`src/source/llc_cfg_pkg.sv`:
```
`default_nettype none

package llc_cfg_pkg;

    // Cache geometry
    localparam int LLC_SET_BITS  = 4;
    localparam int LLC_TAG_BITS  = 8;
    localparam int LLC_LINE_BITS = 128;
    localparam int LLC_ID_BITS   = 4;
    localparam int LLC_ADDR_BITS = LLC_TAG_BITS + LLC_SET_BITS;
    localparam int LLC_SETS      = 2 ** LLC_SET_BITS;

    // Line address holds the tag above the set index
    typedef logic [LLC_ADDR_BITS-1:0] line_addr_t;
    typedef logic [LLC_SET_BITS-1:0]  llc_set_t;
    typedef logic [LLC_TAG_BITS-1:0]  llc_tag_t;
    typedef logic [LLC_LINE_BITS-1:0] line_t;
    typedef logic [LLC_ID_BITS-1:0]   req_id_t;

    function automatic llc_set_t addr_set(line_addr_t addr);
        return addr[LLC_SET_BITS-1:0];
    endfunction

    function automatic llc_tag_t addr_tag(line_addr_t addr);
        return addr[LLC_ADDR_BITS-1:LLC_SET_BITS];
    endfunction

endpackage

`default_nettype wire

```
`src/source/llc_msg_pkg.sv`:
```
`default_nettype none

package llc_msg_pkg;

    // Request kinds, shared by the requester and the memory side
    typedef logic req_kind_t;
    localparam req_kind_t REQ_READ  = 1'b0;
    localparam req_kind_t REQ_WRITE = 1'b1;

    // Sequencer phases, neighbouring phases differ in one bit
    typedef enum logic [2:0] {
        DECODE   = 3'b000,
        READ_SET = 3'b001,
        READ_MEM = 3'b011,
        LOOKUP   = 3'b010,
        PROCESS  = 3'b110,
        UPDATE   = 3'b100
    } llc_phase_e;

    typedef enum logic [2:0] {
        IDLE,
        WB_REQ,
        FILL_REQ,
        FILL_WAIT,
        RESPOND,
        DONE
    } proc_state_e;

endpackage

`default_nettype wire

```
`src/source/llc_req_if.sv`:
```
`timescale 1ns/100ps
`default_nettype none

interface llc_req_if import llc_cfg_pkg::*, llc_msg_pkg::*; ();

    // Captured request, held until the next acceptance
    req_kind_t  kind;
    line_addr_t addr;
    line_t      line;
    req_id_t    id;

    modport stage (output kind, output addr, output line, output id);

    modport user (input kind, input addr, input line, input id);

endinterface

`default_nettype wire

```
`src/source/llc_input_stage.sv`:
```
`timescale 1ns/100ps
`default_nettype none

module llc_input_stage import llc_cfg_pkg::*, llc_msg_pkg::*; (
    input  wire             clk,
    input  wire             rst,
    input  wire             decode_en_i,
    input  wire             req_valid_i,
    output logic            req_ready_o,
    input  wire req_kind_t  req_kind_i,
    input  wire line_addr_t req_addr_i,
    input  wire line_t      req_line_i,
    input  wire req_id_t    req_id_i,
    llc_req_if.stage        req
);

    // Ready rises one cycle into decode and drops on the accepting edge
    always_ff @(posedge clk or negedge rst) begin
        if (!rst) begin
            req_ready_o <= 1'b0;
        end else begin
            req_ready_o <= decode_en_i && !(req_valid_i && req_ready_o);
        end
    end

    always_ff @(posedge clk) begin
        if (req_valid_i && req_ready_o) begin
            req.kind <= req_kind_i;
            req.addr <= req_addr_i;
            req.line <= req_line_i;
            req.id   <= req_id_i;
        end
    end

endmodule

`default_nettype wire

```
`src/flat_wrapper.sv`:
```
// flat-port wrapper written by rule: the top's interface ports become plain ports
module llc_input_stage_flat import llc_cfg_pkg::*, llc_msg_pkg::*;
  (clk, rst, decode_en_i, req_valid_i, req_ready_o, req_kind_i, req_addr_i, req_line_i, req_id_i, req_kind, req_addr, req_line, req_id);
  llc_req_if req_i ();
  input  wire clk;
  input  wire rst;
  input  wire decode_en_i;
  input  wire req_valid_i;
  output logic req_ready_o;
  input  wire req_kind_t req_kind_i;
  input  wire line_addr_t req_addr_i;
  input  wire line_t req_line_i;
  input  wire req_id_t req_id_i;
  output wire logic [$bits(req_i.kind)-1:0] req_kind;
  output wire logic [$bits(req_i.addr)-1:0] req_addr;
  output wire logic [$bits(req_i.line)-1:0] req_line;
  output wire logic [$bits(req_i.id)-1:0] req_id;
  assign req_kind = req_i.kind;
  assign req_addr = req_i.addr;
  assign req_line = req_i.line;
  assign req_id = req_i.id;
  llc_input_stage u_core (.clk(clk), .rst(rst), .decode_en_i(decode_en_i), .req_valid_i(req_valid_i), .req_ready_o(req_ready_o), .req_kind_i(req_kind_i), .req_addr_i(req_addr_i), .req_line_i(req_line_i), .req_id_i(req_id_i), .req(req_i));
endmodule
```
`config.mk`:
```
export PLATFORM = sky130hd
export DESIGN_NAME = llc_input_stage_flat
export DESIGN_NICKNAME = d
export VERILOG_FILES = /design/src/source/llc_cfg_pkg.sv /design/src/source/llc_msg_pkg.sv /design/src/source/llc_req_if.sv /design/src/source/llc_input_stage.sv /design/src/flat_wrapper.sv
export SDC_FILE = /design/constraint.sdc
export NUM_CORES = 1
export LEC_CHECK = 0
export ABC_AREA = 1
export ABC_CLOCK_PERIOD_IN_PS = 4900
export BUFFER_PORTS_ARGS = -buffer_cell sky130_fd_sc_hd__buf_4
export CORE_ASPECT_RATIO = 0.8
export CORE_MARGIN = 1.5
export CORE_UTILIZATION = 34
export CTS_CLUSTER_DIAMETER = 40
export DETAILED_ROUTE_END_ITERATION = 16
export PLACE_DENSITY = 0.76
export SLEW_MARGIN = 20
export SYNTH_ARGS = -nofsm -noshare
export SYNTH_HDL_FRONTEND = slang
export SYNTH_SLANG_ARGS = --single-unit
export TNS_END_PERCENT = 20
```
`constraint.sdc`:
```
create_clock -name clk -period 4.9 [get_ports clk]
set_input_delay 0.735 -clock clk [delete_from_list [all_inputs] [get_ports clk]]
set_output_delay 0.735 -clock clk [all_outputs]
set_load 0.005 [all_outputs]
```
==> metrics.txt <==
share of cells above drive strength 1=0.683; Critical Path RT=approximately 5 ns; total grt overflow=0; reg2reg start=u_core.req_ready_o; residual DRC count=0; Crit Path Category=input pin to flop; total wire length=~11 mm; most frequent cells in the layout=buf_4 (295), edfxtp_1 (145), clkbuf_16 (17), clkinvlp_4 (4), clkinv_2 (4); Inserted Diodes=0; via count=between 2000 and 3000; WL per Instance=between 15 and 20 µm; sequential fraction of the synthesis area=0.995; maximum clock rate=approximately 450 MHz; Psw=0.570 mW; Tmin final=2.21 ns; worst skew pair latency=between 0.4 and 0.5 ns; vias in the first global route=approximately 3000; Startpoint Class=input pin; worst hold path class=input pin to asynchronous set/reset pin; RSZ-0062 raised after global routing=no; PostCTS Resize Cnt=0; clk slew on worst S/H paths=about 0.060 ns; CP bufs+invs=3; sw frac=0.202; endpoint class of the critical path=flop; cell repeated most along the worst path=buf_4; critical path's largest stage delay=approximately 0.66 ns; CP Max Fanout=111; Crit-path slowest cell=inv_6; syn avg cell area=about 29 µm²; critical path depth=4; Distinct cells, synth=5; Final period util=0.451; final cell utilization of the core=0.595; Ys Warns=0; starting DRC count in detailed routing=slightly below 80; core area=12400 µm²; Multi-input gate area=12.5 µm²; final setup violation count=0; setup TNS=0 ns; max-cap viol count=0; Power per Cell Area=383 nW/µm²; Vert. Die Dim=approximately 100 µm; Critical Path, Cell by Cell=buf_4 -> nand2_1 -> inv_6 -> buf_4; leak pwr=a little over 3 nW; Global Route Usage Sum=0.159; Clock Path Buffers=2; final hold vios=0; register area=~4400 µm²; cell count after synthesis=150; Sink Count=between 100 and 150; first-pass GRT wire length=about 16 mm; H-tree depth=4; Layout area overhead=67.7%; Reg power frac=0.514; largest net degree at the start of global routing=around 110; part of the power in combinational logic=0.069; CTS Root Cell=clkbuf_16; max-slew violations=0; initial antenna violation count=0; Yosys top cell by area=edfxtp_1; DIE AREA=approximately 14000 µm²; number of setup buffers added after CTS=0; antenna viol nets, final=0; floorplan row count=36; share of the synthesized area in the top cell type=0.990; outcome=completed; Post-DP HPWL=approximately 8.1 mm; most common cell after layout, fill and taps aside=buf_4; Critical path origin=req_valid_i; Final nets=a little over 600; first drt pass iteration count=4; Max Clock Skew=roughly 0.0080 ns; FF-to-FF path depth=3; largest cells by area after synthesis=edfxtp_1 (99%), dfrtp_1 (0.57%), a21oi_2 (0.20%); cts bufs inserted=17; Seq cells post-synth=146; starting density of the core=0.355; Rel. slew slack=0.325; Die Width=about 130 µm; IO buf count=~290; Via-to-Cell Ratio=between 4 and 5; CTS tree=built; Clock power frac=0.417; Int Pwr=around 2.3 mW; synthesized net count=approximately 300; routability cong.=0.760; Syn Std Cell Area=4400 µm²; Post-CTS Hold Buffers=0; WP data arrival=between 2 and 2.5 ns; Fillers=between 900 and 1000; largest delay contributor family on the critical path=buffers and inverters; worst slew pin tran=between 1 and 1.5 ns; I/O pins=just under 300; Max IR drop VDD=0.000277 V
worst register-to-register path, stage by stage (launching register included):
cell and delay, ns:
dfrtp_1 0.39, nand2_1 0.13, inv_6 0.66, buf_4 0.67
sequential cells by signal, indices dropped and copies added, names as in the netlist:
name / count
u_core.req_ready_o: 1
u_core.req.id: 4
u_core.req.kind: 1
u_core.req.line: 128
u_core.req.addr: 12
cell usage after synthesis:
cell,instances
edfxtp_1,145
inv_1,2
a21oi_2,1
dfrtp_1,1
nand2_1,1
logic make-up (layout without fill, tap and decap cells):
group	count (synthesis)	count (layout)	synth area share
flops	146	146	0.995
buf+inv	2	329	0.00171
compound gates	1	1	0.00199
simple gates	1	1	0.000852
metrics by stage:
stage                     power, mW  setup slack (ns)  instances  hold WS, ns  cell area (µm²)
after global placement         1.67              2.36        616        0.460             6830
after floorplan                1.51             0.817        150        0.439             4400
after global routing           2.92              2.58        648       0.0722             7380
after detailed placement       1.68              2.31        616        0.496             6830
final                          2.83              2.69        648       0.0965             7380
after CTS                      2.86              2.72        648       0.0737             7380
final timing paths:
kind	endpoint	slack, ns
max in group asynchronous	u_core.req_ready_o	4.72
max reg2reg	u_core.req.addr[9]	2.69
max	u_core.req.addr[9]	2.69
min reg2reg	u_core.req_ready_o	0.50
min in group clk	u_core.req.line[113]	0.50
min	u_core.req_ready_o	0.1
metal layers:
layer | up-vias | routed length [µm] | GRT usage
li1 | 1240 | - | -
met1 | 1253 | 3360 | 0.139
met2 | 181 | 5760 | 0.282
met3 | 23 | 1570 | 0.0947
met4 | 0 | 282 | 0.0770
met5 | - | 0 | 0
layout make-up:
class                      count  share of cell area
tap                          171              0.0290
inverter                       2             0.00170
sequential                   146               0.594
clock buffer                  17              0.0577
multi-input combinational      2             0.00170
timing repair buffer         295               0.300
clock inverter                15              0.0159
power by group through the flow:
| stage | Combinational, mW | Sequential, mW | Clock (mW) |
|---|---|---|---|
| after floorplan | 0.0181 | 1.49 | 0 |
| after global placement | 0.193 | 1.48 | 0 |
| after detailed placement | 0.198 | 1.48 | 0 |
| after CTS | 0.199 | 1.45 | 1.21 |
| after global routing | 0.210 | 1.46 | 1.26 |
| final | 0.195 | 1.45 | 1.18 |
Power figures use the tool's default switching activity.
