`src/source/llc_cfg_pkg.sv`:
```
`default_nettype none

package llc_cfg_pkg;

    // Cache geometry
    localparam int LLC_SET_BITS  = 4;
    localparam int LLC_TAG_BITS  = 8;
    localparam int LLC_LINE_BITS = 128;
    localparam int LLC_ID_BITS   = 4;
    localparam int LLC_ADDR_BITS = LLC_TAG_BITS + LLC_SET_BITS;
    localparam int LLC_SETS      = 2 ** LLC_SET_BITS;

    // Line address holds the tag above the set index
    typedef logic [LLC_ADDR_BITS-1:0] line_addr_t;
    typedef logic [LLC_SET_BITS-1:0]  llc_set_t;
    typedef logic [LLC_TAG_BITS-1:0]  llc_tag_t;
    typedef logic [LLC_LINE_BITS-1:0] line_t;
    typedef logic [LLC_ID_BITS-1:0]   req_id_t;

    function automatic llc_set_t addr_set(line_addr_t addr);
        return addr[LLC_SET_BITS-1:0];
    endfunction

    function automatic llc_tag_t addr_tag(line_addr_t addr);
        return addr[LLC_ADDR_BITS-1:LLC_SET_BITS];
    endfunction

endpackage

`default_nettype wire

```
`src/source/llc_msg_pkg.sv`:
```
`default_nettype none

package llc_msg_pkg;

    // Request kinds, shared by the requester and the memory side
    typedef logic req_kind_t;
    localparam req_kind_t REQ_READ  = 1'b0;
    localparam req_kind_t REQ_WRITE = 1'b1;

    // Sequencer phases, neighbouring phases differ in one bit
    typedef enum logic [2:0] {
        DECODE   = 3'b000,
        READ_SET = 3'b001,
        READ_MEM = 3'b011,
        LOOKUP   = 3'b010,
        PROCESS  = 3'b110,
        UPDATE   = 3'b100
    } llc_phase_e;

    typedef enum logic [2:0] {
        IDLE,
        WB_REQ,
        FILL_REQ,
        FILL_WAIT,
        RESPOND,
        DONE
    } proc_state_e;

endpackage

`default_nettype wire

```
`src/source/llc_req_if.sv`:
```
`timescale 1ns/100ps
`default_nettype none

interface llc_req_if import llc_cfg_pkg::*, llc_msg_pkg::*; ();

    // Captured request, held until the next acceptance
    req_kind_t  kind;
    line_addr_t addr;
    line_t      line;
    req_id_t    id;

    modport stage (output kind, output addr, output line, output id);

    modport user (input kind, input addr, input line, input id);

endinterface

`default_nettype wire

```
`src/source/llc_buf_if.sv`:
```
`timescale 1ns/100ps
`default_nettype none

interface llc_buf_if import llc_cfg_pkg::*; #(
    parameter int WAYS = 4
) ();

    localparam int WAY_BITS = $clog2(WAYS);

    // Lookup result of the buffered set
    logic                hit;
    logic [WAY_BITS-1:0] way;
    logic                victim_dirty;
    line_addr_t          victim_addr;
    line_t               cur_line;

    // Edits to the chosen way
    logic                line_we;
    line_t               line_wd;
    logic                fill_tag;
    logic                set_dirty;
    logic                alloc;

    modport buffer (
        output hit, way, victim_dirty, victim_addr, cur_line,
        input  line_we, line_wd, fill_tag, set_dirty, alloc
    );

    modport proc (
        input  hit, way, victim_dirty, victim_addr, cur_line,
        output line_we, line_wd, fill_tag, set_dirty, alloc
    );

endinterface

`default_nettype wire

```
`src/source/llc_process.sv`:
```
`timescale 1ns/100ps
`default_nettype none

module llc_process import llc_cfg_pkg::*, llc_msg_pkg::*; #(
    parameter int WAYS = 4
) (
    input  wire             clk,
    input  wire             rst,
    input  wire             process_en_i,
    output logic            done_o,
    llc_req_if.user         req,
    llc_buf_if.proc         buf_io,
    output logic            mem_req_valid_o,
    input  wire             mem_req_ready_i,
    output req_kind_t       mem_req_kind_o,
    output line_addr_t      mem_req_addr_o,
    output line_t           mem_req_line_o,
    input  wire             mem_rsp_valid_i,
    output logic            mem_rsp_ready_o,
    input  wire line_t      mem_rsp_line_i,
    output logic            rsp_valid_o,
    input  wire             rsp_ready_i,
    output line_t           rsp_line_o,
    output req_id_t         rsp_id_o
);

    // Way count must be a power of two, at least 2
    if (WAYS < 2 || (WAYS & (WAYS - 1)) != 0) begin : g_ways_check
        $error("llc_process: WAYS must be a power of two and at least 2");
    end

    proc_state_e state_q;
    logic        is_write;

    assign is_write = (req.kind == REQ_WRITE);

    // Write-back of the victim, or fill read of the request address
    assign mem_req_valid_o = (state_q == WB_REQ) || (state_q == FILL_REQ);
    assign mem_req_kind_o  = (state_q == WB_REQ) ? REQ_WRITE : REQ_READ;
    assign mem_req_addr_o  = (state_q == WB_REQ) ? buf_io.victim_addr : req.addr;
    assign mem_req_line_o  = (state_q == WB_REQ) ? buf_io.cur_line : '0;
    assign mem_rsp_ready_o = (state_q == FILL_WAIT);

    assign rsp_valid_o = (state_q == RESPOND);
    assign rsp_id_o    = req.id;
    assign done_o      = rsp_valid_o && rsp_ready_i;

    // Way edits land on the response transfer
    assign buf_io.line_we   = done_o && (is_write || !buf_io.hit);
    assign buf_io.line_wd   = is_write ? req.line : rsp_line_o;
    assign buf_io.fill_tag  = done_o && !buf_io.hit;
    assign buf_io.set_dirty = is_write;
    assign buf_io.alloc     = done_o && !buf_io.hit;

    always_ff @(posedge clk or negedge rst) begin
        if (!rst) begin
            state_q <= IDLE;
        end else begin
            case (state_q)
                IDLE: begin
                    if (process_en_i) begin
                        if (buf_io.hit) begin
                            state_q <= RESPOND;
                        end else if (buf_io.victim_dirty) begin
                            state_q <= WB_REQ;
                        end else begin
                            state_q <= is_write ? RESPOND : FILL_REQ;
                        end
                    end
                end
                WB_REQ: begin
                    if (mem_req_ready_i) begin
                        state_q <= is_write ? RESPOND : FILL_REQ;
                    end
                end
                FILL_REQ: begin
                    if (mem_req_ready_i) begin
                        state_q <= FILL_WAIT;
                    end
                end
                FILL_WAIT: begin
                    if (mem_rsp_valid_i) begin
                        state_q <= RESPOND;
                    end
                end
                RESPOND: begin
                    if (rsp_ready_i) begin
                        state_q <= DONE;
                    end
                end
                default: begin
                    state_q <= IDLE;
                end
            endcase
        end
    end

    // Hit line on a read hit, fill line on a read miss, zero for a write
    always_ff @(posedge clk) begin
        if (state_q == IDLE && process_en_i) begin
            rsp_line_o <= (buf_io.hit && !is_write) ? buf_io.cur_line : '0;
        end else if (mem_rsp_ready_o && mem_rsp_valid_i) begin
            rsp_line_o <= mem_rsp_line_i;
        end
    end

endmodule

`default_nettype wire

```
`src/flat_wrapper.sv`:
```
// flat-port wrapper written by rule: the top's interface ports become plain ports
module llc_process_flat import llc_cfg_pkg::*, llc_msg_pkg::*;
#(
    parameter int WAYS = 4
)
  (clk, rst, process_en_i, done_o, mem_req_valid_o, mem_req_ready_i, mem_req_kind_o, mem_req_addr_o, mem_req_line_o, mem_rsp_valid_i, mem_rsp_ready_o, mem_rsp_line_i, rsp_valid_o, rsp_ready_i, rsp_line_o, rsp_id_o, req_kind, req_addr, req_line, req_id, buf_io_hit, buf_io_way, buf_io_victim_dirty, buf_io_victim_addr, buf_io_cur_line, buf_io_line_we, buf_io_line_wd, buf_io_fill_tag, buf_io_set_dirty, buf_io_alloc);
  llc_req_if req_i ();
  llc_buf_if #(.WAYS(WAYS)) buf_io_i ();
  input  wire clk;
  input  wire rst;
  input  wire process_en_i;
  output logic done_o;
  output logic mem_req_valid_o;
  input  wire mem_req_ready_i;
  output req_kind_t mem_req_kind_o;
  output line_addr_t mem_req_addr_o;
  output line_t mem_req_line_o;
  input  wire mem_rsp_valid_i;
  output logic mem_rsp_ready_o;
  input  wire line_t mem_rsp_line_i;
  output logic rsp_valid_o;
  input  wire rsp_ready_i;
  output line_t rsp_line_o;
  output req_id_t rsp_id_o;
  input wire logic [$bits(req_i.kind)-1:0] req_kind;
  input wire logic [$bits(req_i.addr)-1:0] req_addr;
  input wire logic [$bits(req_i.line)-1:0] req_line;
  input wire logic [$bits(req_i.id)-1:0] req_id;
  input wire logic [$bits(buf_io_i.hit)-1:0] buf_io_hit;
  input wire logic [$bits(buf_io_i.way)-1:0] buf_io_way;
  input wire logic [$bits(buf_io_i.victim_dirty)-1:0] buf_io_victim_dirty;
  input wire logic [$bits(buf_io_i.victim_addr)-1:0] buf_io_victim_addr;
  input wire logic [$bits(buf_io_i.cur_line)-1:0] buf_io_cur_line;
  output wire logic [$bits(buf_io_i.line_we)-1:0] buf_io_line_we;
  output wire logic [$bits(buf_io_i.line_wd)-1:0] buf_io_line_wd;
  output wire logic [$bits(buf_io_i.fill_tag)-1:0] buf_io_fill_tag;
  output wire logic [$bits(buf_io_i.set_dirty)-1:0] buf_io_set_dirty;
  output wire logic [$bits(buf_io_i.alloc)-1:0] buf_io_alloc;
  assign req_i.kind = req_kind;
  assign req_i.addr = req_addr;
  assign req_i.line = req_line;
  assign req_i.id = req_id;
  assign buf_io_i.hit = buf_io_hit;
  assign buf_io_i.way = buf_io_way;
  assign buf_io_i.victim_dirty = buf_io_victim_dirty;
  assign buf_io_i.victim_addr = buf_io_victim_addr;
  assign buf_io_i.cur_line = buf_io_cur_line;
  assign buf_io_line_we = buf_io_i.line_we;
  assign buf_io_line_wd = buf_io_i.line_wd;
  assign buf_io_fill_tag = buf_io_i.fill_tag;
  assign buf_io_set_dirty = buf_io_i.set_dirty;
  assign buf_io_alloc = buf_io_i.alloc;
  llc_process #(.WAYS(WAYS)) u_core (.clk(clk), .rst(rst), .process_en_i(process_en_i), .done_o(done_o), .req(req_i), .buf_io(buf_io_i), .mem_req_valid_o(mem_req_valid_o), .mem_req_ready_i(mem_req_ready_i), .mem_req_kind_o(mem_req_kind_o), .mem_req_addr_o(mem_req_addr_o), .mem_req_line_o(mem_req_line_o), .mem_rsp_valid_i(mem_rsp_valid_i), .mem_rsp_ready_o(mem_rsp_ready_o), .mem_rsp_line_i(mem_rsp_line_i), .rsp_valid_o(rsp_valid_o), .rsp_ready_i(rsp_ready_i), .rsp_line_o(rsp_line_o), .rsp_id_o(rsp_id_o));
endmodule
```
`config.mk`:
```
export PLATFORM = sky130hd
export DESIGN_NAME = llc_process_flat
export DESIGN_NICKNAME = d
export VERILOG_FILES = /design/src/source/llc_cfg_pkg.sv /design/src/source/llc_msg_pkg.sv /design/src/source/llc_req_if.sv /design/src/source/llc_buf_if.sv /design/src/source/llc_process.sv /design/src/flat_wrapper.sv
export SDC_FILE = /design/constraint.sdc
export NUM_CORES = 1
export LEC_CHECK = 0
export BUFFER_PORTS_ARGS = -buffer_cell sky130_fd_sc_hd__buf_4
export CORE_AREA = 5 5 325 327
export DETAILED_ROUTE_END_ITERATION = 6
export DIE_AREA = 0 0 330 332
export GPL_TIMING_DRIVEN = 0
export SETUP_SLACK_MARGIN = 0.1
export SLEW_MARGIN = 20
export SYNTH_ARGS = -nofsm -noshare
export SYNTH_HDL_FRONTEND = slang
export SYNTH_SLANG_ARGS = --single-unit
```
`constraint.sdc`:
```
create_clock -name clk -period 4.3 [get_ports clk]
set_clock_uncertainty 0.1 [all_clocks]
set_input_delay 0.43 -clock clk [delete_from_list [all_inputs] [get_ports clk]]
set_output_delay 0.43 -clock clk [all_outputs]
set_load 0.01 [all_outputs]
```
==> flow_summary.yaml <==
die:
  num_io_pins: 832
  coreArea_um2: 102600
  die_x_um: 330
  start_util_pct: 8.360
  die-area_um2: 109600
  die_h_um: 332
  num_rows: 118
logic_synthesis:
  yosysWarningCount: 0
  synth.distinct_cells: 27
  ys.flop_type: "edfxtp_1"
  ys_seq_area_share_pct: 45.68
  avgSynthCellArea_um2: 9.585
  synth_edf_count: 128
  netlist_instances: 895
  synth_nets: 1318
  synth_seq_cells: 131
  ys_async_sr_fraction_pct: 2.290
  mappedNetlistArea_um2: 8578
finish:
  drive_above_1_share_pct: 58.99
  fill_cells: 11603
  layout_commonest_cell: "buf_4"
  area_growth_syn_to_layout_pct: 101.4
  fin_cells: 3146
  num-nets-final: 2168
  final_cell_mix: "830 x buf_4, 257 x nand2_1, 140 x mux2_2, 128 x and2_1, 128 x edfxtp_1"
place:
  gp_congestion: 0.8946
  io_buffers: 824
  numPlacedInstances: 3103
  dp_slack_ns: 0.2764
  hpwl_mm: 65.61
critical_path:
  cp-start-kind: "flip-flop"
  ff2ff_path_depth: 7
  worst_setup_path_end_kind: "primary output"
  required_ns: 3.77
  r2r_slack_ns: 1.33
  crit_end: "mem_req_line_o[111]"
  crit_type: "reg2out"
  arrival_ns: 3.36
  worstPathMaxFanout: 11
  crit_start: "u_core.state_q[2]$_DFFE_PN0P_"
  r2r_end: "u_core.rsp_line_o[53]$_DFFE_PP_"
  r2r-start: "u_core.state_q[2]$_DFFE_PN0P_"
power_and_ir_drop:
  power_frac_comb_pct: 54.1
  p_per_area_nw_per_um2: 509.5
  pwr-share-seq_pct: 26.8
  swShare_pct: 42.83
  internal_power_mw: 5.033
  clkPwrFrac_pct: 19.2
  cellLeakagePower_nw: 7.582
  power.switching_mw: 3.770
  ir_drop_uv: 177.6
hold_path:
  min-delay-path-class: "in2reg"
timing:
  tns_ns: 0
  period_share_pct: 90.41
  min_period_ns: 3.888
  fmax_mhz: 257.2
  setup_viol: 0
  setup_ws_ns: 0.4122
  grt_setup_unrepaired: "false"
  finalHoldViolCount: 0
  tightest_slew_ns: 1.029
  drv_slew: 0
  slew_headroom_pct: 31.43
drt:
  drt_iter0_drc: 605
  wl_per_cell_um: 23.79
  via_per_inst: 3.334
  drc: 0
  dr.pass1.iters: 5
  routed_wl_mm: 74.85
  vias: 10488
  ant_nets: 0
clocking:
  cts_tree: "yes"
  clk_pin_slew_ns: 0.09
  htree_levels: 4
  root_buffer: "clkbuf_16"
  cts_num_sinks: 131
  cts_buffers: 17
  clock_path_buffers: 2
  clock_latency_ns: 0.49
global_routing:
  grt_pass1_wl_mm: 94.90
  grt_max_degree: 44
  antenna_found_initial: 18
  grt.total_usage_pct: 13.00
  grt_overflow: 0
  first_global_vias: 10666
outcome:
  status: "finished clean"
flow_run:
  cap_violations: 0
cells by family (layout without fill, tap and decap cells):
kind of cell              count (synthesis)  count (layout)  synth area share [%]
muxes                                   143             143                 18.73
xor gates and xnor gates                  1               1                0.1021
AOI/OAI and AO/OA                       136             136                 8.314
buffers and inverters                    83             946                 5.528
other                                     0               8                     0
DFF                                     131             131                 45.68
and+or+nand+nor                         401             401                 21.65
power by group through the flow:
stage / logic [mW] / clock network, mW / registers, mW
final: 4.76 / 1.69 / 2.36
after global routing: 5.11 / 1.81 / 2.41
after CTS: 4.92 / 1.79 / 2.37
after detailed placement: 4.90 / 0 / 2.39
after global placement: 4.82 / 0 / 2.43
after floorplan: 1.70 / 0 / 2.36
flip-flops by register name (all words and copies together), names as in the netlist:
signal	flops
u_core.rsp_line_o	128
u_core.state_q	3
through the flow:
stage | instance area, um^2 | hold slack, ns | utilization [%] | power (mW)
finish | 17280 | 0.1093 | 16.84 | 8.803
global route | 17260 | 0.07250 | 16.82 | 9.329
CTS | 17260 | 0.01292 | 16.82 | 9.075
detailed placement | 16610 | 0.1257 | 16.19 | 7.292
global placement | 16490 | 0.1241 | 16.07 | 7.245
floorplan | 8578 | 0.03441 | - | 4.064
worst max-delay path, cell delays in order, from the launching register on:
cell      delay [ns]
dfrtp_1         0.36
clkbuf_1        0.19
nand2b_1        0.24
nor2_2          0.43
buf_2           0.65
clkbuf_1        0.60
and2_1          0.26
buf_4           0.13
per-layer routing:
layer | vias up | GRT usage, % | share of wire, %
met1 | 5020 | 16.79 | 44
met5 | - | 0 | 0.048
met4 | 6 | 4.350 | 2.6
li1 | 4776 | - | -
met2 | 622 | 20.33 | 45
met3 | 64 | 4.393 | 9.0
cells in the mapped netlist (all sizes together), types with 2 or more instances:
cell	instances	area, um^2
mux2	140	1577
clkbuf	48	180.2
nor2	8	30.03
edfxtp	128	3844
and2	128	800.8
mux2i	3	30.03
nor2b	2	12.51
dfrtp	3	75.07
buf	33	286.5
nand2b	2	12.51
inv	2	7.510
o21ai	128	648.1
nand2	257	964.7
a211oi	3	22.52
cell type report:
| cell class | instances | area (um^2) | share of cell area (%) |
|---|---|---|---|
| antenna | 8 | 20.02 | 0.1159 |
| buffer | 81 | 470.5 | 2.723 |
| clock buffer | 19 | 432.9 | 2.505 |
| clock inverter | 13 | 182.7 | 1.057 |
| inverter | 2 | 7.507 | 0.04345 |
| multi-input combinational | 681 | 4194 | 24.27 |
| sequential | 131 | 3919 | 22.68 |
| tap | 1380 | 1727 | 9.993 |
| timing repair buffer | 831 | 6326 | 36.61 |
worst min-delay path by stage:
| stage | from | end | slack [ns] | cells past startpoint |
|---|---|---|---|---|
| detailed placement | rst | u_core.state_q[0]$_DFFE_PN0P_ | 0.13 | 1 |
| CTS | mem_rsp_line_i[26] | u_core.rsp_line_o[26]$_DFFE_PP_ | 0.01 | 3 |
| finish | mem_rsp_line_i[26] | u_core.rsp_line_o[26]$_DFFE_PP_ | 0.11 | 3 |
| global route | mem_rsp_line_i[116] | u_core.rsp_line_o[116]$_DFFE_PP_ | 0.07 | 3 |
| global placement | rst | u_core.state_q[0]$_DFFE_PN0P_ | 0.12 | 1 |
| floorplan | rst | u_core.state_q[0]$_DFFE_PN0P_ | 0.03 | 0 |
what timing repair did:
action                     CTS  global route
setup endpoints to repair   48             0
gates resized for setup      2             0
hold buffers                 3             0
setup buffers                0             0
hold endpoints to repair     5             0
No activity file was read; power rests on OpenSTA's default activity.
