`src/source/llc_cfg_pkg.sv`:
```
`default_nettype none

package llc_cfg_pkg;

    // Cache geometry
    localparam int LLC_SET_BITS  = 4;
    localparam int LLC_TAG_BITS  = 8;
    localparam int LLC_LINE_BITS = 128;
    localparam int LLC_ID_BITS   = 4;
    localparam int LLC_ADDR_BITS = LLC_TAG_BITS + LLC_SET_BITS;
    localparam int LLC_SETS      = 2 ** LLC_SET_BITS;

    // Line address holds the tag above the set index
    typedef logic [LLC_ADDR_BITS-1:0] line_addr_t;
    typedef logic [LLC_SET_BITS-1:0]  llc_set_t;
    typedef logic [LLC_TAG_BITS-1:0]  llc_tag_t;
    typedef logic [LLC_LINE_BITS-1:0] line_t;
    typedef logic [LLC_ID_BITS-1:0]   req_id_t;

    function automatic llc_set_t addr_set(line_addr_t addr);
        return addr[LLC_SET_BITS-1:0];
    endfunction

    function automatic llc_tag_t addr_tag(line_addr_t addr);
        return addr[LLC_ADDR_BITS-1:LLC_SET_BITS];
    endfunction

endpackage

`default_nettype wire

```
`src/source/llc_msg_pkg.sv`:
```
`default_nettype none

package llc_msg_pkg;

    // Request kinds, shared by the requester and the memory side
    typedef logic req_kind_t;
    localparam req_kind_t REQ_READ  = 1'b0;
    localparam req_kind_t REQ_WRITE = 1'b1;

    // Sequencer phases, neighbouring phases differ in one bit
    typedef enum logic [2:0] {
        DECODE   = 3'b000,
        READ_SET = 3'b001,
        READ_MEM = 3'b011,
        LOOKUP   = 3'b010,
        PROCESS  = 3'b110,
        UPDATE   = 3'b100
    } llc_phase_e;

    typedef enum logic [2:0] {
        IDLE,
        WB_REQ,
        FILL_REQ,
        FILL_WAIT,
        RESPOND,
        DONE
    } proc_state_e;

endpackage

`default_nettype wire

```
`src/source/llc_req_if.sv`:
```
`timescale 1ns/100ps
`default_nettype none

interface llc_req_if import llc_cfg_pkg::*, llc_msg_pkg::*; ();

    // Captured request, held until the next acceptance
    req_kind_t  kind;
    line_addr_t addr;
    line_t      line;
    req_id_t    id;

    modport stage (output kind, output addr, output line, output id);

    modport user (input kind, input addr, input line, input id);

endinterface

`default_nettype wire

```
`src/source/llc_array_if.sv`:
```
`timescale 1ns/100ps
`default_nettype none

interface llc_array_if import llc_cfg_pkg::*; #(
    parameter int WAYS = 4
) ();

    localparam int WAY_BITS = $clog2(WAYS);

    // Read side, data returns one cycle after rd_set
    llc_set_t            rd_set;
    llc_tag_t            rd_tag [WAYS];
    logic [WAYS-1:0]     rd_valid;
    logic [WAYS-1:0]     rd_dirty;
    line_t               rd_line [WAYS];
    logic [WAY_BITS-1:0] rd_evict;

    // Write side rewrites every way of wr_set
    logic                wr_en;
    llc_set_t            wr_set;
    llc_tag_t            wr_tag [WAYS];
    logic [WAYS-1:0]     wr_valid;
    logic [WAYS-1:0]     wr_dirty;
    line_t               wr_line [WAYS];
    logic [WAY_BITS-1:0] wr_evict;

    modport store (
        input  rd_set, wr_en, wr_set, wr_tag, wr_valid, wr_dirty, wr_line, wr_evict,
        output rd_tag, rd_valid, rd_dirty, rd_line, rd_evict
    );

    modport buffer (
        output rd_set, wr_en, wr_set, wr_tag, wr_valid, wr_dirty, wr_line, wr_evict,
        input  rd_tag, rd_valid, rd_dirty, rd_line, rd_evict
    );

endinterface

`default_nettype wire

```
`src/source/llc_buf_if.sv`:
```
`timescale 1ns/100ps
`default_nettype none

interface llc_buf_if import llc_cfg_pkg::*; #(
    parameter int WAYS = 4
) ();

    localparam int WAY_BITS = $clog2(WAYS);

    // Lookup result of the buffered set
    logic                hit;
    logic [WAY_BITS-1:0] way;
    logic                victim_dirty;
    line_addr_t          victim_addr;
    line_t               cur_line;

    // Edits to the chosen way
    logic                line_we;
    line_t               line_wd;
    logic                fill_tag;
    logic                set_dirty;
    logic                alloc;

    modport buffer (
        output hit, way, victim_dirty, victim_addr, cur_line,
        input  line_we, line_wd, fill_tag, set_dirty, alloc
    );

    modport proc (
        input  hit, way, victim_dirty, victim_addr, cur_line,
        output line_we, line_wd, fill_tag, set_dirty, alloc
    );

endinterface

`default_nettype wire

```
`src/source/llc_way_buffer.sv`:
```
`timescale 1ns/100ps
`default_nettype none

module llc_way_buffer import llc_cfg_pkg::*; #(
    parameter int WAYS = 4
) (
    input  wire         clk,
    input  wire         rst,
    input  wire         rd_set_en_i,
    input  wire         rd_mem_en_i,
    input  wire         lookup_en_i,
    input  wire         update_en_i,
    llc_req_if.user     req,
    llc_array_if.buffer arr,
    llc_buf_if.buffer   buf_io
);

    localparam int WAY_BITS = $clog2(WAYS);

    llc_set_t            set_q;
    llc_tag_t            tags_q  [WAYS];
    line_t               lines_q [WAYS];
    logic [WAYS-1:0]     valid_q;
    logic [WAYS-1:0]     dirty_q;
    logic [WAY_BITS-1:0] evict_q;
    logic                hit_c;
    logic [WAY_BITS-1:0] way_c;

    assign arr.rd_set = addr_set(req.addr);

    // Whole set goes back to the store in the update phase
    assign arr.wr_en    = update_en_i;
    assign arr.wr_set   = set_q;
    assign arr.wr_tag   = tags_q;
    assign arr.wr_valid = valid_q;
    assign arr.wr_dirty = dirty_q;
    assign arr.wr_line  = lines_q;
    assign arr.wr_evict = evict_q;

    assign buf_io.cur_line = lines_q[buf_io.way];

    // Hit way first, then lowest invalid way, then the evict pointer
    always_comb begin
        hit_c = 1'b0;
        way_c = evict_q;
        for (int w = WAYS - 1; w >= 0; w--) begin
            if (!valid_q[w]) begin
                way_c = WAY_BITS'(w);
            end
        end
        for (int w = 0; w < WAYS; w++) begin
            if (valid_q[w] && tags_q[w] == addr_tag(req.addr)) begin
                hit_c = 1'b1;
                way_c = WAY_BITS'(w);
            end
        end
    end

    always_ff @(posedge clk or negedge rst) begin
        if (!rst) begin
            valid_q             <= '0;
            dirty_q             <= '0;
            evict_q             <= '0;
            buf_io.hit          <= 1'b0;
            buf_io.way          <= '0;
            buf_io.victim_dirty <= 1'b0;
        end else if (rd_mem_en_i) begin
            valid_q <= arr.rd_valid;
            dirty_q <= arr.rd_dirty;
            evict_q <= arr.rd_evict;
        end else begin
            if (lookup_en_i) begin
                buf_io.hit          <= hit_c;
                buf_io.way          <= way_c;
                buf_io.victim_dirty <= !hit_c && valid_q[way_c] && dirty_q[way_c];
            end
            if (buf_io.line_we) begin
                dirty_q[buf_io.way] <= buf_io.set_dirty;
            end
            if (buf_io.fill_tag) begin
                valid_q[buf_io.way] <= 1'b1;
            end
            // Pointer wraps since WAYS is a power of two
            if (buf_io.alloc) begin
                evict_q <= buf_io.way + 1'b1;
            end
        end
    end

    always_ff @(posedge clk) begin
        if (rd_set_en_i) begin
            set_q <= addr_set(req.addr);
        end
        if (rd_mem_en_i) begin
            tags_q  <= arr.rd_tag;
            lines_q <= arr.rd_line;
        end else begin
            if (buf_io.line_we) begin
                lines_q[buf_io.way] <= buf_io.line_wd;
            end
            if (buf_io.fill_tag) begin
                tags_q[buf_io.way] <= addr_tag(req.addr);
            end
        end
        if (lookup_en_i) begin
            buf_io.victim_addr <= {tags_q[way_c], set_q};
        end
    end

endmodule

`default_nettype wire

```
`src/flat_wrapper.sv`:
```
// flat-port wrapper written by rule: the top's interface ports become plain ports
module llc_way_buffer_flat import llc_cfg_pkg::*;
#(
    parameter int WAYS = 4
)
  (clk, rst, rd_set_en_i, rd_mem_en_i, lookup_en_i, update_en_i, req_kind, req_addr, req_line, req_id, arr_rd_set, arr_wr_en, arr_wr_set, arr_wr_tag, arr_wr_valid, arr_wr_dirty, arr_wr_line, arr_wr_evict, arr_rd_tag, arr_rd_valid, arr_rd_dirty, arr_rd_line, arr_rd_evict, buf_io_hit, buf_io_way, buf_io_victim_dirty, buf_io_victim_addr, buf_io_cur_line, buf_io_line_we, buf_io_line_wd, buf_io_fill_tag, buf_io_set_dirty, buf_io_alloc);
  llc_req_if req_i ();
  llc_array_if #(.WAYS(WAYS)) arr_i ();
  llc_buf_if #(.WAYS(WAYS)) buf_io_i ();
  input  wire clk;
  input  wire rst;
  input  wire rd_set_en_i;
  input  wire rd_mem_en_i;
  input  wire lookup_en_i;
  input  wire update_en_i;
  input wire logic [$bits(req_i.kind)-1:0] req_kind;
  input wire logic [$bits(req_i.addr)-1:0] req_addr;
  input wire logic [$bits(req_i.line)-1:0] req_line;
  input wire logic [$bits(req_i.id)-1:0] req_id;
  output wire logic [$bits(arr_i.rd_set)-1:0] arr_rd_set;
  output wire logic [$bits(arr_i.wr_en)-1:0] arr_wr_en;
  output wire logic [$bits(arr_i.wr_set)-1:0] arr_wr_set;
  output wire logic [$bits(arr_i.wr_tag)-1:0] arr_wr_tag;
  output wire logic [$bits(arr_i.wr_valid)-1:0] arr_wr_valid;
  output wire logic [$bits(arr_i.wr_dirty)-1:0] arr_wr_dirty;
  output wire logic [$bits(arr_i.wr_line)-1:0] arr_wr_line;
  output wire logic [$bits(arr_i.wr_evict)-1:0] arr_wr_evict;
  input wire logic [$bits(arr_i.rd_tag)-1:0] arr_rd_tag;
  input wire logic [$bits(arr_i.rd_valid)-1:0] arr_rd_valid;
  input wire logic [$bits(arr_i.rd_dirty)-1:0] arr_rd_dirty;
  input wire logic [$bits(arr_i.rd_line)-1:0] arr_rd_line;
  input wire logic [$bits(arr_i.rd_evict)-1:0] arr_rd_evict;
  output wire logic [$bits(buf_io_i.hit)-1:0] buf_io_hit;
  output wire logic [$bits(buf_io_i.way)-1:0] buf_io_way;
  output wire logic [$bits(buf_io_i.victim_dirty)-1:0] buf_io_victim_dirty;
  output wire logic [$bits(buf_io_i.victim_addr)-1:0] buf_io_victim_addr;
  output wire logic [$bits(buf_io_i.cur_line)-1:0] buf_io_cur_line;
  input wire logic [$bits(buf_io_i.line_we)-1:0] buf_io_line_we;
  input wire logic [$bits(buf_io_i.line_wd)-1:0] buf_io_line_wd;
  input wire logic [$bits(buf_io_i.fill_tag)-1:0] buf_io_fill_tag;
  input wire logic [$bits(buf_io_i.set_dirty)-1:0] buf_io_set_dirty;
  input wire logic [$bits(buf_io_i.alloc)-1:0] buf_io_alloc;
  assign req_i.kind = req_kind;
  assign req_i.addr = req_addr;
  assign req_i.line = req_line;
  assign req_i.id = req_id;
  assign arr_rd_set = arr_i.rd_set;
  assign arr_wr_en = arr_i.wr_en;
  assign arr_wr_set = arr_i.wr_set;
  assign arr_wr_tag = {>>{arr_i.wr_tag}};
  assign arr_wr_valid = arr_i.wr_valid;
  assign arr_wr_dirty = arr_i.wr_dirty;
  assign arr_wr_line = {>>{arr_i.wr_line}};
  assign arr_wr_evict = arr_i.wr_evict;
  assign arr_i.rd_tag = {>>{arr_rd_tag}};
  assign arr_i.rd_valid = arr_rd_valid;
  assign arr_i.rd_dirty = arr_rd_dirty;
  assign arr_i.rd_line = {>>{arr_rd_line}};
  assign arr_i.rd_evict = arr_rd_evict;
  assign buf_io_hit = buf_io_i.hit;
  assign buf_io_way = buf_io_i.way;
  assign buf_io_victim_dirty = buf_io_i.victim_dirty;
  assign buf_io_victim_addr = buf_io_i.victim_addr;
  assign buf_io_cur_line = buf_io_i.cur_line;
  assign buf_io_i.line_we = buf_io_line_we;
  assign buf_io_i.line_wd = buf_io_line_wd;
  assign buf_io_i.fill_tag = buf_io_fill_tag;
  assign buf_io_i.set_dirty = buf_io_set_dirty;
  assign buf_io_i.alloc = buf_io_alloc;
  llc_way_buffer #(.WAYS(WAYS)) u_core (.clk(clk), .rst(rst), .rd_set_en_i(rd_set_en_i), .rd_mem_en_i(rd_mem_en_i), .lookup_en_i(lookup_en_i), .update_en_i(update_en_i), .req(req_i), .arr(arr_i), .buf_io(buf_io_i));
endmodule
```
`config.mk`:
```
export PLATFORM = sky130hd
export DESIGN_NAME = llc_way_buffer_flat
export DESIGN_NICKNAME = d
export VERILOG_FILES = /design/src/source/llc_cfg_pkg.sv /design/src/source/llc_msg_pkg.sv /design/src/source/llc_req_if.sv /design/src/source/llc_array_if.sv /design/src/source/llc_buf_if.sv /design/src/source/llc_way_buffer.sv /design/src/flat_wrapper.sv
export SDC_FILE = /design/constraint.sdc
export NUM_CORES = 1
export LEC_CHECK = 0
export ABC_AREA = 0
export CORE_AREA = 5 5 600 602
export CTS_BUF_LIST = sky130_fd_sc_hd__clkbuf_8
export CTS_CLUSTER_DIAMETER = 80
export CTS_CLUSTER_SIZE = 10
export DETAILED_ROUTE_END_ITERATION = 12
export DIE_AREA = 0 0 605 607
export DONT_BUFFER_PORTS = 1
export PLACE_DENSITY = 0.3
export SETUP_SLACK_MARGIN = 0.4
export SLEW_MARGIN = 25
export SYNTH_ARGS = -nofsm -noshare
export SYNTH_HDL_FRONTEND = slang
export SYNTH_SLANG_ARGS = --single-unit
```
`constraint.sdc`:
```
create_clock -name clk -period 4.91 [get_ports clk]
set_input_delay 1.473 -clock clk [delete_from_list [all_inputs] [get_ports clk]]
set_output_delay 1.473 -clock clk [all_outputs]
set_load 0.05 [all_outputs]
```
==> results of run 1 <==
layer usage:
metal / vias to the layer above / GRT usage
li1: 6882 / -
met1: 10712 / 0.150
met2: 1588 / 0.213
met3: 315 / 0.0796
met4: 42 / 0.0432
met5: - / 0.00483
cell usage in the layout (no fill, tap or decap), types with 3 or more instances in the layout:
cell type and instances:
xnor2_1 16, mux2i_1 30, diode_2 54, nor2_1 9
a21o_1 4, nand3_1 5, a21oi_1 6, buf_16 6
clkinv_1 3, inv_1 19, clkinvlp_4 3, buf_12 21
nor2b_4 4, a22o_2 3, nand2b_4 4, dfrtp_1 12
clkinv_2 3, edfxtp_1 560, a22o_1 534, clkbuf_8 83
inv_6 7, mux4_2 128, buf_4 82, o21ai_0 16
ha_1 4, xor2_1 16, nor4_1 3, nand4_1 4
nand2_1 32
power breakdown:
part / internal (mW) / switching, mW
clock: 1.68 / 2.32
combinational: 1.15 / 3.59
sequential: 6.14 / 2.68
cells by family after synthesis:
| logic type | synth area share |
|---|---|
| compound gates | 0.184 |
| fa+ha+maj | 0.00187 |
| mux | 0.119 |
| buf+inv | 0.0297 |
| simple gates | 0.0123 |
| xor+xnor | 0.0105 |
| flops | 0.642 |
how the worst max path moves through the flow:
stage / start / cells after the start / end
4_1_cts: u_core.arr.wr_line[154]$_DFFE_PP_ / 1 / buf_io_cur_line[26]
3_3_place_gp: u_core.buf_io.way[1]$_DFFE_PN0P_ / 6 / u_core.arr.wr_line[285]$_DFFE_PP_
3_5_place_dp: rd_mem_en_i / 4 / u_core.arr.wr_line[159]$_DFFE_PP_
6_report: u_core.buf_io.way[0]$_DFFE_PN0P_ / 3 / buf_io_cur_line[63]
5_1_grt: u_core.arr.wr_line[154]$_DFFE_PP_ / 1 / buf_io_cur_line[26]
2_1_floorplan: rd_mem_en_i / 3 / u_core.arr.wr_line[256]$_DFFE_PP_
repair_timing:
item                                    CTS  global route
endpoints found under the hold margin     0             0
hold buffers                              0             0
gates resized for setup                   3             0
endpoints found under the setup margin  110             0
buffers inserted                          8             0
sequential cells by signal, summed over array words and instances (netlist names):
| signal | count |
|---|---|
| u_core.buf_io.way | 2 |
| u_core.arr.wr_valid | 4 |
| u_core.arr.wr_tag | 32 |
| u_core.arr.wr_dirty | 4 |
| u_core.buf_io.hit | 1 |
| u_core.buf_io.victim_addr | 12 |
| u_core.arr.wr_evict | 2 |
| u_core.arr.wr_set | 4 |
| u_core.arr.wr_line | 512 |
| u_core.buf_io.victim_dirty | 1 |
cell type report:
type | instances | area, um^2 | share of cell area
antenna | 54 | 135 | 0.00389
clock buffer | 83 | 1140 | 0.0329
clock inverter | 31 | 239 | 0.00688
inverter | 9 | 33.8 | 0.000972
multi-input combinational | 835 | 8830 | 0.254
sequential | 574 | 17200 | 0.494
tap | 4751 | 5940 | 0.171
timing repair buffer | 111 | 1240 | 0.0358
worst max-delay path, delay by kind of cell (launching register included):
family	cells	cell delay, ns
muxes	1	0.81
buffers and inverters	2	0.52
DFF	1	0.48
through the flow:
step / cell area, um^2 / std cells / utilization / worst slack [ns]
3_5_place_dp: 33100 / 6271 / 0.0934 / 0.429
4_1_cts: 34600 / 6394 / 0.0977 / 0.345
5_1_grt: 34700 / 6424 / 0.0979 / 0.475
2_1_floorplan: 26700 / 1587 / - / 0.765
6_report: 34700 / 6448 / 0.0981 / 0.691
3_3_place_gp: 33000 / 6267 / 0.0931 / 0.952
==> metrics.txt, run 1 <==
status finished, final reports clean; Rel. slew slack 0.191; Worst VDD drop about 0.21 mV; skew final ~0.14 ns; pin count of the biggest net entering global routing 228; CTS tree built; Mapped Area between 20,000 and 30,000 um^2; Crit path top cell by count buf_12; Crit path required time between 3 and 4 ns; critical path peak fanout 50; Final Hold Viols 0; worst skew pair latency 0.95 ns; R2R cell count 7; DRC Markers 0; CP max stage delay 0.81 ns; cell taking the most area after synthesis edfxtp_1; CTS clock-pin slew for the worst setup and hold paths 0.08 ns; Commonest cells post-synth 560 x edfxtp_1, 534 x a22o_1, 128 x mux4_2; # IOs between 1,500 and 2,000; first-pass GRT wire length 306,000 um; final hold slack roughly 0.29 ns; startpoint types flop; most common cell in the netlist edfxtp_1; total wire length 262,000 um; Mapped Nets 2,428; post-detail-place hpwl 220,000 um; Synth async-reset ratio 0.0244; YS warnings 0; Vias/cell ~3.0; Post-synth EDFFs 560; Max Fclk 0.237 GHz; clk sinks 574; ys flop type edfxtp_1; total power 17.6 mW; number of antenna violations at the first check in global routing 104; Pins Over Slew Limit 0; Critical Path End Type primary output; routability cong. roughly 0.93; Area growth syn-to-layout 30.0%; Port Buffers 0; Highest Signal Layer met5; per-cell routed wire length 40.6 um; CP Class flop to primary output; Final nets between 2,000 and 2,500; Leak Pwr 10.6 nW; CTS Buf Count 81; syn_area_per_cell 16.8 um^2; Final TNS setup 0 ns; post-synth top area share 0.629; unrepaired setup endpoints after global routing no; Die Area 367,000 um^2; starting density of the core 0.0754; Worst Hold Class input pin to asynchronous set/reset pin; 1st-iter DRT viols 2,663; Die Ht just over 600 um; CORE AREA approximately 350,000 um^2; DRT antenna net count 0; Clock Path Buffers 4; Max Cap Violations 0; worst path cell trace buf_12 > buf_12 > mux4_2; post-synthesis cell type count 39; dominant cells by area after synthesis edfxtp_1 63%, a22o_1 17%, mux4_2 11%, clkbuf_1 1.7%, dfrtp_1 1.3%; Crit path arrival time 2.75 ns; htree depth 3; reg2reg start u_core.arr.wr_tag[13]$_DFFE_PP_; CTS Root Cell clkbuf_8; crit share post-route 0.859; pwr/cell area 505 nW/um^2; #FFs+latches synth 574; Die W 605 um; reg2reg setup slack 1.57 ns; drt pass-1 iters 7; fill count slightly above 40,000; via count 19,539; gr usage total 0.135; metal3 WL 38,200 um; FF-to-FF End u_core.buf_io.victim_addr[8]$_DFFE_PP_; Worst-Margin Slew 1.21 ns; share of post-route cells with drive strength above 1 0.217; register area share after synthesis 0.642; minimum clock period 4.22 ns; FP Rows 219; grt ovf 0; Setup-failing EPs final 0; routed wl met2 120,000 um; vias in the first global route about 19,000; Mapped Cells between 1,500 and 2,000; M1 wire length 93,900 um; Worst path slowest cell mux4_2
Note: power is estimated with default switching activity, not from simulation.
==> run 2: changes to the inputs <==
- CORE_AREA: 5 5 600 602 -> 5 5 593 595
- CTS_BUF_LIST: sky130_fd_sc_hd__clkbuf_8 -> sky130_fd_sc_hd__clkbuf_16
- DIE_AREA: 0 0 605 607 -> 0 0 598 600
==> run 2 against run 1 <==
  * Final cell count is 2.5% lower
  * Die area fell by 2.3%
  * Core utilization up 0.54 points
  * Register-to-register slack lost 0.25 ns
  * Count of clock-buffer cells in the layout increased by 3
  * Critical endpoint is now buf_io_cur_line[1]
  * Global-route usage is 0.16 points lower
  * Critical path type unchanged
  * Routed wire length decreased by 3.9%
  * Fmax increased by 1.1%
  * Design area is 2.8% higher
  * Sequential cell count stayed put
  * Sequential share of layout area shrank 1.4 points
  * Hold slack gained 0.077 ns
==> metrics.txt, run 2 (synthesis gave the netlist of run 1 again) <==
routed wl met2 114,000 um (-4.9%); CTS tree built; Clock Path Buffers 4 (unchanged); Area growth syn-to-layout 33.6%; # IOs 1,544 (unchanged); startpoint types flop; Worst Hold Class input pin to asynchronous set/reset pin; worst skew pair latency 0.81 ns (-0.14 ns); Die Ht 600 um (-1.2%); Die W 598 um (-1.2%); pin count of the biggest net entering global routing 582 (+160%); drt pass-1 iters 5 (-2); Post-CTS Hold Buffers 0 (unchanged); CTS clock-pin slew for the worst setup and hold paths 0.06 ns (-0.02 ns); Crit path arrival time 2.70 ns (-0.05 ns); worst path cell trace buf_12 > buf_4 > mux4_2; metal3 WL 39,500 um (+3.5%); Cells after DPL 6,114 (-2.5%); Vias/cell 3.05 (+0.80%); minimum clock period 4.17 ns (-0.0457 ns); 1st-iter DRT viols 2,155 (-19%); design area 35,700 um^2 (+2.8%); Final nets 2,475 (+0.90%); clk sinks 574 (unchanged); Die Area 359,000 um^2 (-2.3%); Leak Pwr 11.2 nW (+5.9%); share of post-route cells with drive strength above 1 0.228 (+0.0109); per-cell routed wire length 40.0 um (-1.4%); CP max stage delay 0.78 ns (-0.03 ns); vias in the first global route 19,076 (+1.5%); CTS Buf Count 85 (+4.9%); grt ovf 0 (unchanged); Post CTS Setup Buffer Count 8 (unchanged); Crit path required time 3.44 ns (about the same); Resized cells post-CTS 0 (-3); Highest Signal Layer met5; Port Buffers 0 (unchanged); first-pass GRT wire length 297,000 um (-2.9%); fill count 39,319 (-2.6%); Worst path slowest cell mux4_2; Final Hold Viols 0 (unchanged); Setup-failing EPs final 0 (unchanged); Final Non-Filler Cells 6,288 (-2.5%); DRT antenna net count 0 (unchanged); Pins Over Slew Limit 0 (unchanged); via count 19,206 (-1.7%); Worst-Margin Slew 1.06 ns (-0.157 ns); most frequent cells in the layout 560 x edfxtp_1, 534 x a22o_1, 128 x mux4_2, 103 x buf_4, 86 x clkbuf_16; crit share post-route 0.850 (-0.00931); htree depth 3 (unchanged); M1 wire length 88,900 um (-5.3%); post-detail-place hpwl 211,000 um (-4.1%); CP Class flop to primary output; total wire length 252,000 um (-3.9%); FP Rows 216 (-1.4%); Critical Path End Type primary output; Worst VDD drop 0.300 mV (+42%); CORE AREA 345,000 um^2 (-2.5%); gr usage total 0.133 (-0.00157); Worst Slack Setup Final 0.737 ns (+0.0457 ns); most common cell after layout, fill and taps aside edfxtp_1; Rel. slew slack 0.297 (+0.106); Area after DPL 32,900 um^2 (-0.57%); skew final 0.0757 ns (-0.0684 ns); Max Cap Violations 0 (unchanged); total power 19.6 mW (+12%); number of antenna violations at the first check in global routing 99 (-4.8%); max reg flops 512 (unchanged); routability cong. 0.907 (-2.2%); status finished, final reports clean; Final TNS setup 0 ns (unchanged); Max Fclk 0.240 GHz (+1.1%); unrepaired setup endpoints after global routing no; starting density of the core 0.0774 (+0.00195); pwr/cell area 549 nW/um^2 (+8.6%); DRC Markers 0 (unchanged); CTS Root Cell clkbuf_16; minimum setup slack after placement 0.838 ns (+0.408 ns); critical path peak fanout 22 (-56%)
-- run 2: worst max-delay path: cells and delay by family (launching register included) --
| family | cells | cell delay, ns |
|---|---|---|
| buffers and inverters | 2 | 0.64 |
| DFF | 1 | 0.43 |
| muxes | 1 | 0.78 |
-- run 2: per-layer routing --
layer / GRT usage / vias up
met5: 0 / -
met4: 0.0478 / 46
met3: 0.0873 / 274
met2: 0.208 / 1608
met1: 0.144 / 10351
li1: - / 6927
-- run 2: where the power goes --
| part | total [mW] | switching [mW] | leakage [nW] | internal (mW) |
|---|---|---|---|---|
| sequential | 8.75 | 2.60 | 5.91 | 6.15 |
| clock | 6.01 | 2.54 | 1.30 | 3.47 |
| combinational | 4.83 | 3.68 | 4.01 | 1.15 |
| total | 19.6 | 8.83 | 11.2 | 10.8 |
-- run 2: area by class of cell --
cell class | instances | area (um^2) | area share
Sequential cell | 574 | 17200 | 0.481
Clock buffer | 86 | 2150 | 0.0602
Inverter | 9 | 33.8 | 0.000946
Multi-Input combinational cell | 835 | 8830 | 0.247
Antenna cell | 36 | 90.1 | 0.00252
Tap cell | 4578 | 5730 | 0.160
Clock inverter | 41 | 398 | 0.0111
Timing Repair Buffer | 129 | 1320 | 0.0369
-- run 2: stage by stage --
stage / utilization / hold WS (ns)
final: 0.103 / 0.362
after global routing: 0.103 / 0.284
after CTS: 0.103 / 0.261
after detailed placement: 0.0953 / 0.882
after global placement: 0.0953 / 0.901
after floorplan: - / 0.757
-- run 2: final timing paths --
check | start | endpoint | slack (ns) | depth (start not counted)
worst max-delay path | u_core.buf_io.way[0]$_DFFE_PN0P_ | buf_io_cur_line[1] | 0.74 | 3
worst min-delay path | rst | u_core.arr.wr_dirty[3]$_DFFE_PN0P_ | 0.36 | 0
worst max register to register | u_core.arr.wr_tag[30]$_DFFE_PP_ | u_core.buf_io.victim_addr[9]$_DFFE_PP_ | 1.32 | 8
worst min register to register | u_core.buf_io.way[1]$_DFFE_PN0P_ | u_core.buf_io.way[1]$_DFFE_PN0P_ | 0.85 | 3
max in group asynchronous | rst | u_core.arr.wr_evict[1]$_DFFE_PN0P_ | 4.39 | 0
min in group clk | arr_rd_dirty[3] | u_core.arr.wr_dirty[3]$_DFFE_PN0P_ | 0.79 | 2
==> run 3: changes to the inputs <==
- CORE_AREA: 5 5 593 595 -> 5 5 599 601
- DIE_AREA: 0 0 598 600 -> 0 0 604 606
- clock period: 4.91 -> 3.9 ns (I/O delays scaled with it)
==> run 3 against run 2 <==
  * Sequential power up 23%
  * Clock power up 21%
  * Sequential cell count unchanged
  * Total power up 27%
  * Design area up 3.7%
  * Highest routed layer unchanged
  * Global-route usage up 0.13 points
  * Register-to-register slack worse by 0.86 ns
  * Die area up 2.0%
  * Non-clock buffer count up 71
  * Critical path type unchanged
==> metrics.txt, run 3 (synthesis gave the netlist of run 1 again) <==
minimum clock period 3.78 ns; Critical path origin u_core.buf_io.way[0]$_DFFE_PN0P_; multi-input logic area 8850 um^2 (+0.21%); Critical Path End Type primary output; grt met2 use 0.218 (+0.0105); Final Hold Viols 0 (unchanged); via count 19,560 (+1.8%); Rel. slew slack 0.335 (+0.0381); pin count of the biggest net entering global routing 582 (unchanged); Register Area 17,200 um^2 (unchanged); Max Cap Violations 0 (unchanged); most frequent cells in the layout 560 x edfxtp_1, 534 x a22o_1, 128 x mux4_2, 115 x buf_4, 86 x clkbuf_16; max reg flops 512 (unchanged); Area growth syn-to-layout 38.6%; reg2reg setup slack 0.46 ns (-0.86 ns); DRT antenna net count 0 (unchanged); Port Buffers 0 (unchanged); startpoint types flop; Crit path required time 2.73 ns (-0.71 ns); Max Fclk about 0.26 GHz; gr usage total 0.134 (+0.00128); Worst Slack Setup Final 0.121 ns (-0.616 ns); unrepaired setup endpoints after global routing yes; Die W 604 um (+1.0%); Final TNS setup 0 ns (unchanged); Worst VDD drop 0.299 mV (-0.40%); DRC Markers 0 (unchanged); most common cell after layout, fill and taps aside edfxtp_1; Vias/cell 3.01 (-1.3%); vias in the first global route 19,431 (+1.9%); CP max stage delay 0.74 ns (-0.04 ns); CP delay by family, top multiplexers; starting density of the core 0.0759 (-0.00148); routability cong. 0.928 (+2.4%); grt ovf 0 (unchanged); share of post-route cells with drive strength above 1 0.261 (+0.0323); final hold slack 0.345 ns (-0.0175 ns); Worst Hold Class input pin to asynchronous set/reset pin; met3 usage in global routing 0.0803 (-0.00700); FP Rows 218 (+0.93%); Pins Over Slew Limit 0 (unchanged); critical path peak fanout 15 (-32%); per-cell routed wire length 40.0 um (-0.11%); Crit path top cell by count buf_16; reg2reg start u_core.arr.wr_tag[31]$_DFFE_PP_; met1 Track Usage GR 0.144 (+0.000302); worst skew pair latency 0.82 ns (about the same); number of antenna violations at the first check in global routing 96 (-3.0%); Worst-Margin Slew 0.997 ns (-0.0594 ns); Final nets 2,544 (+2.8%); Crit path arrival time 2.61 ns (-0.09 ns); skew final 0.0638 ns (-0.0119 ns); worst path cell trace buf_12 > buf_16 > buf_16 > mux4_2; fill count 39,875 (+1.4%); Clock Path Buffers 4 (unchanged); CTS tree built; # IOs 1,544 (unchanged); clk sinks 574 (unchanged); CORE AREA 352,000 um^2 (+2.0%); Crit path buffers/inverters 3 (+1); Setup-failing EPs final 0 (unchanged); status finished, final reports clean; 1st-iter DRT viols 2,190 (+1.6%); CP Class flop to primary output; post-detail-place hpwl 214,000 um (+1.5%); total wire length 260,000 um (+3.1%); R2R cell count 7 (-1); pwr/cell area 669 nW/um^2 (+22%); drt pass-1 iters 5 (unchanged); first-pass GRT wire length 306,000 um (+3.1%); FF-to-FF End u_core.buf_io.victim_addr[7]$_DFFE_PP_; htree depth 3 (unchanged); Leak Pwr 11.7 nW (+4.5%); CTS clock-pin slew for the worst setup and hold paths 0.07 ns (about the same); CTS Buf Count 83 (-2.4%); minimum setup slack after placement -0.201 ns (-1.04 ns); CTS Root Cell clkbuf_16; crit share post-route 0.969; Die Ht 606 um (+1.0%); Worst path slowest cell mux4_2; busiest grt layer met2; Die Area 366,000 um^2 (+2.0%)
## run 3: changes by cell type in the layout (fill, tap and decap cells not counted), sizes merged
cell / change
buf: +67
diode: -10
inv: -9
bufinv: -4
clkinvlp: +4
bufbuf: +2
clkinv: +1
## run 3: final cells by class
type | count | area share
sequential | 574 | 0.463
multi-input combinational | 835 | 0.239
clock buffer | 84 | 0.0567
timing repair buffer | 200 | 0.0713
antenna | 26 | 0.00176
inverter | 9 | 0.000912
clock inverter | 33 | 0.00746
tap | 4730 | 0.160
## run 3: metrics by stage
step	area [um^2]	cells	util	power (mW)
floorplan	26700	1587	-	14.1
global placement	33500	6299	0.0952	17.2
detailed placement	33500	6299	0.0952	17.2
CTS	36800	6456	0.104	25.2
global route	37000	6477	0.105	25.6
finish	37100	6491	0.105	24.8
## run 3: timing repair
item                                   CTS  global route
setup endpoints to repair              130           130
gates cloned                            13             2
hold buffers                             1             0
pin swaps                                0             0
resized for setup                       52             4
endpoints found under the hold margin   14             0
buffers inserted                        26             3
## run 3: report_power, final
part | leakage [nW] | internal (mW) | switching, mW
clock | 1.18 | 4.01 | 3.24
combinational | 4.64 | 1.91 | 4.87
sequential | 5.91 | 7.74 | 3.04
total | 11.7 | 13.7 | 11.2
## run 3: layer usage
metal,wire [um],up-vias
li1,-,7065
met2,122000,1377
met1,91200,10763
met4,9540,44
met3,36200,311
met5,508,-
## run 3: how the worst max path moves through the flow
| stage | endpoint | slack (ns) | cells past startpoint |
|---|---|---|---|
| final | buf_io_cur_line[52] | 0.12 | 4 |
| after global routing | buf_io_cur_line[52] | -0.02 | 4 |
| after CTS | buf_io_cur_line[52] | -0.07 | 4 |
| after detailed placement | u_core.buf_io.victim_addr[7]$_DFFE_PP_ | -0.20 | 8 |
| after global placement | u_core.buf_io.victim_addr[7]$_DFFE_PP_ | -0.20 | 8 |
| after floorplan | u_core.arr.wr_line[128]$_DFFE_PP_ | -0.05 | 7 |
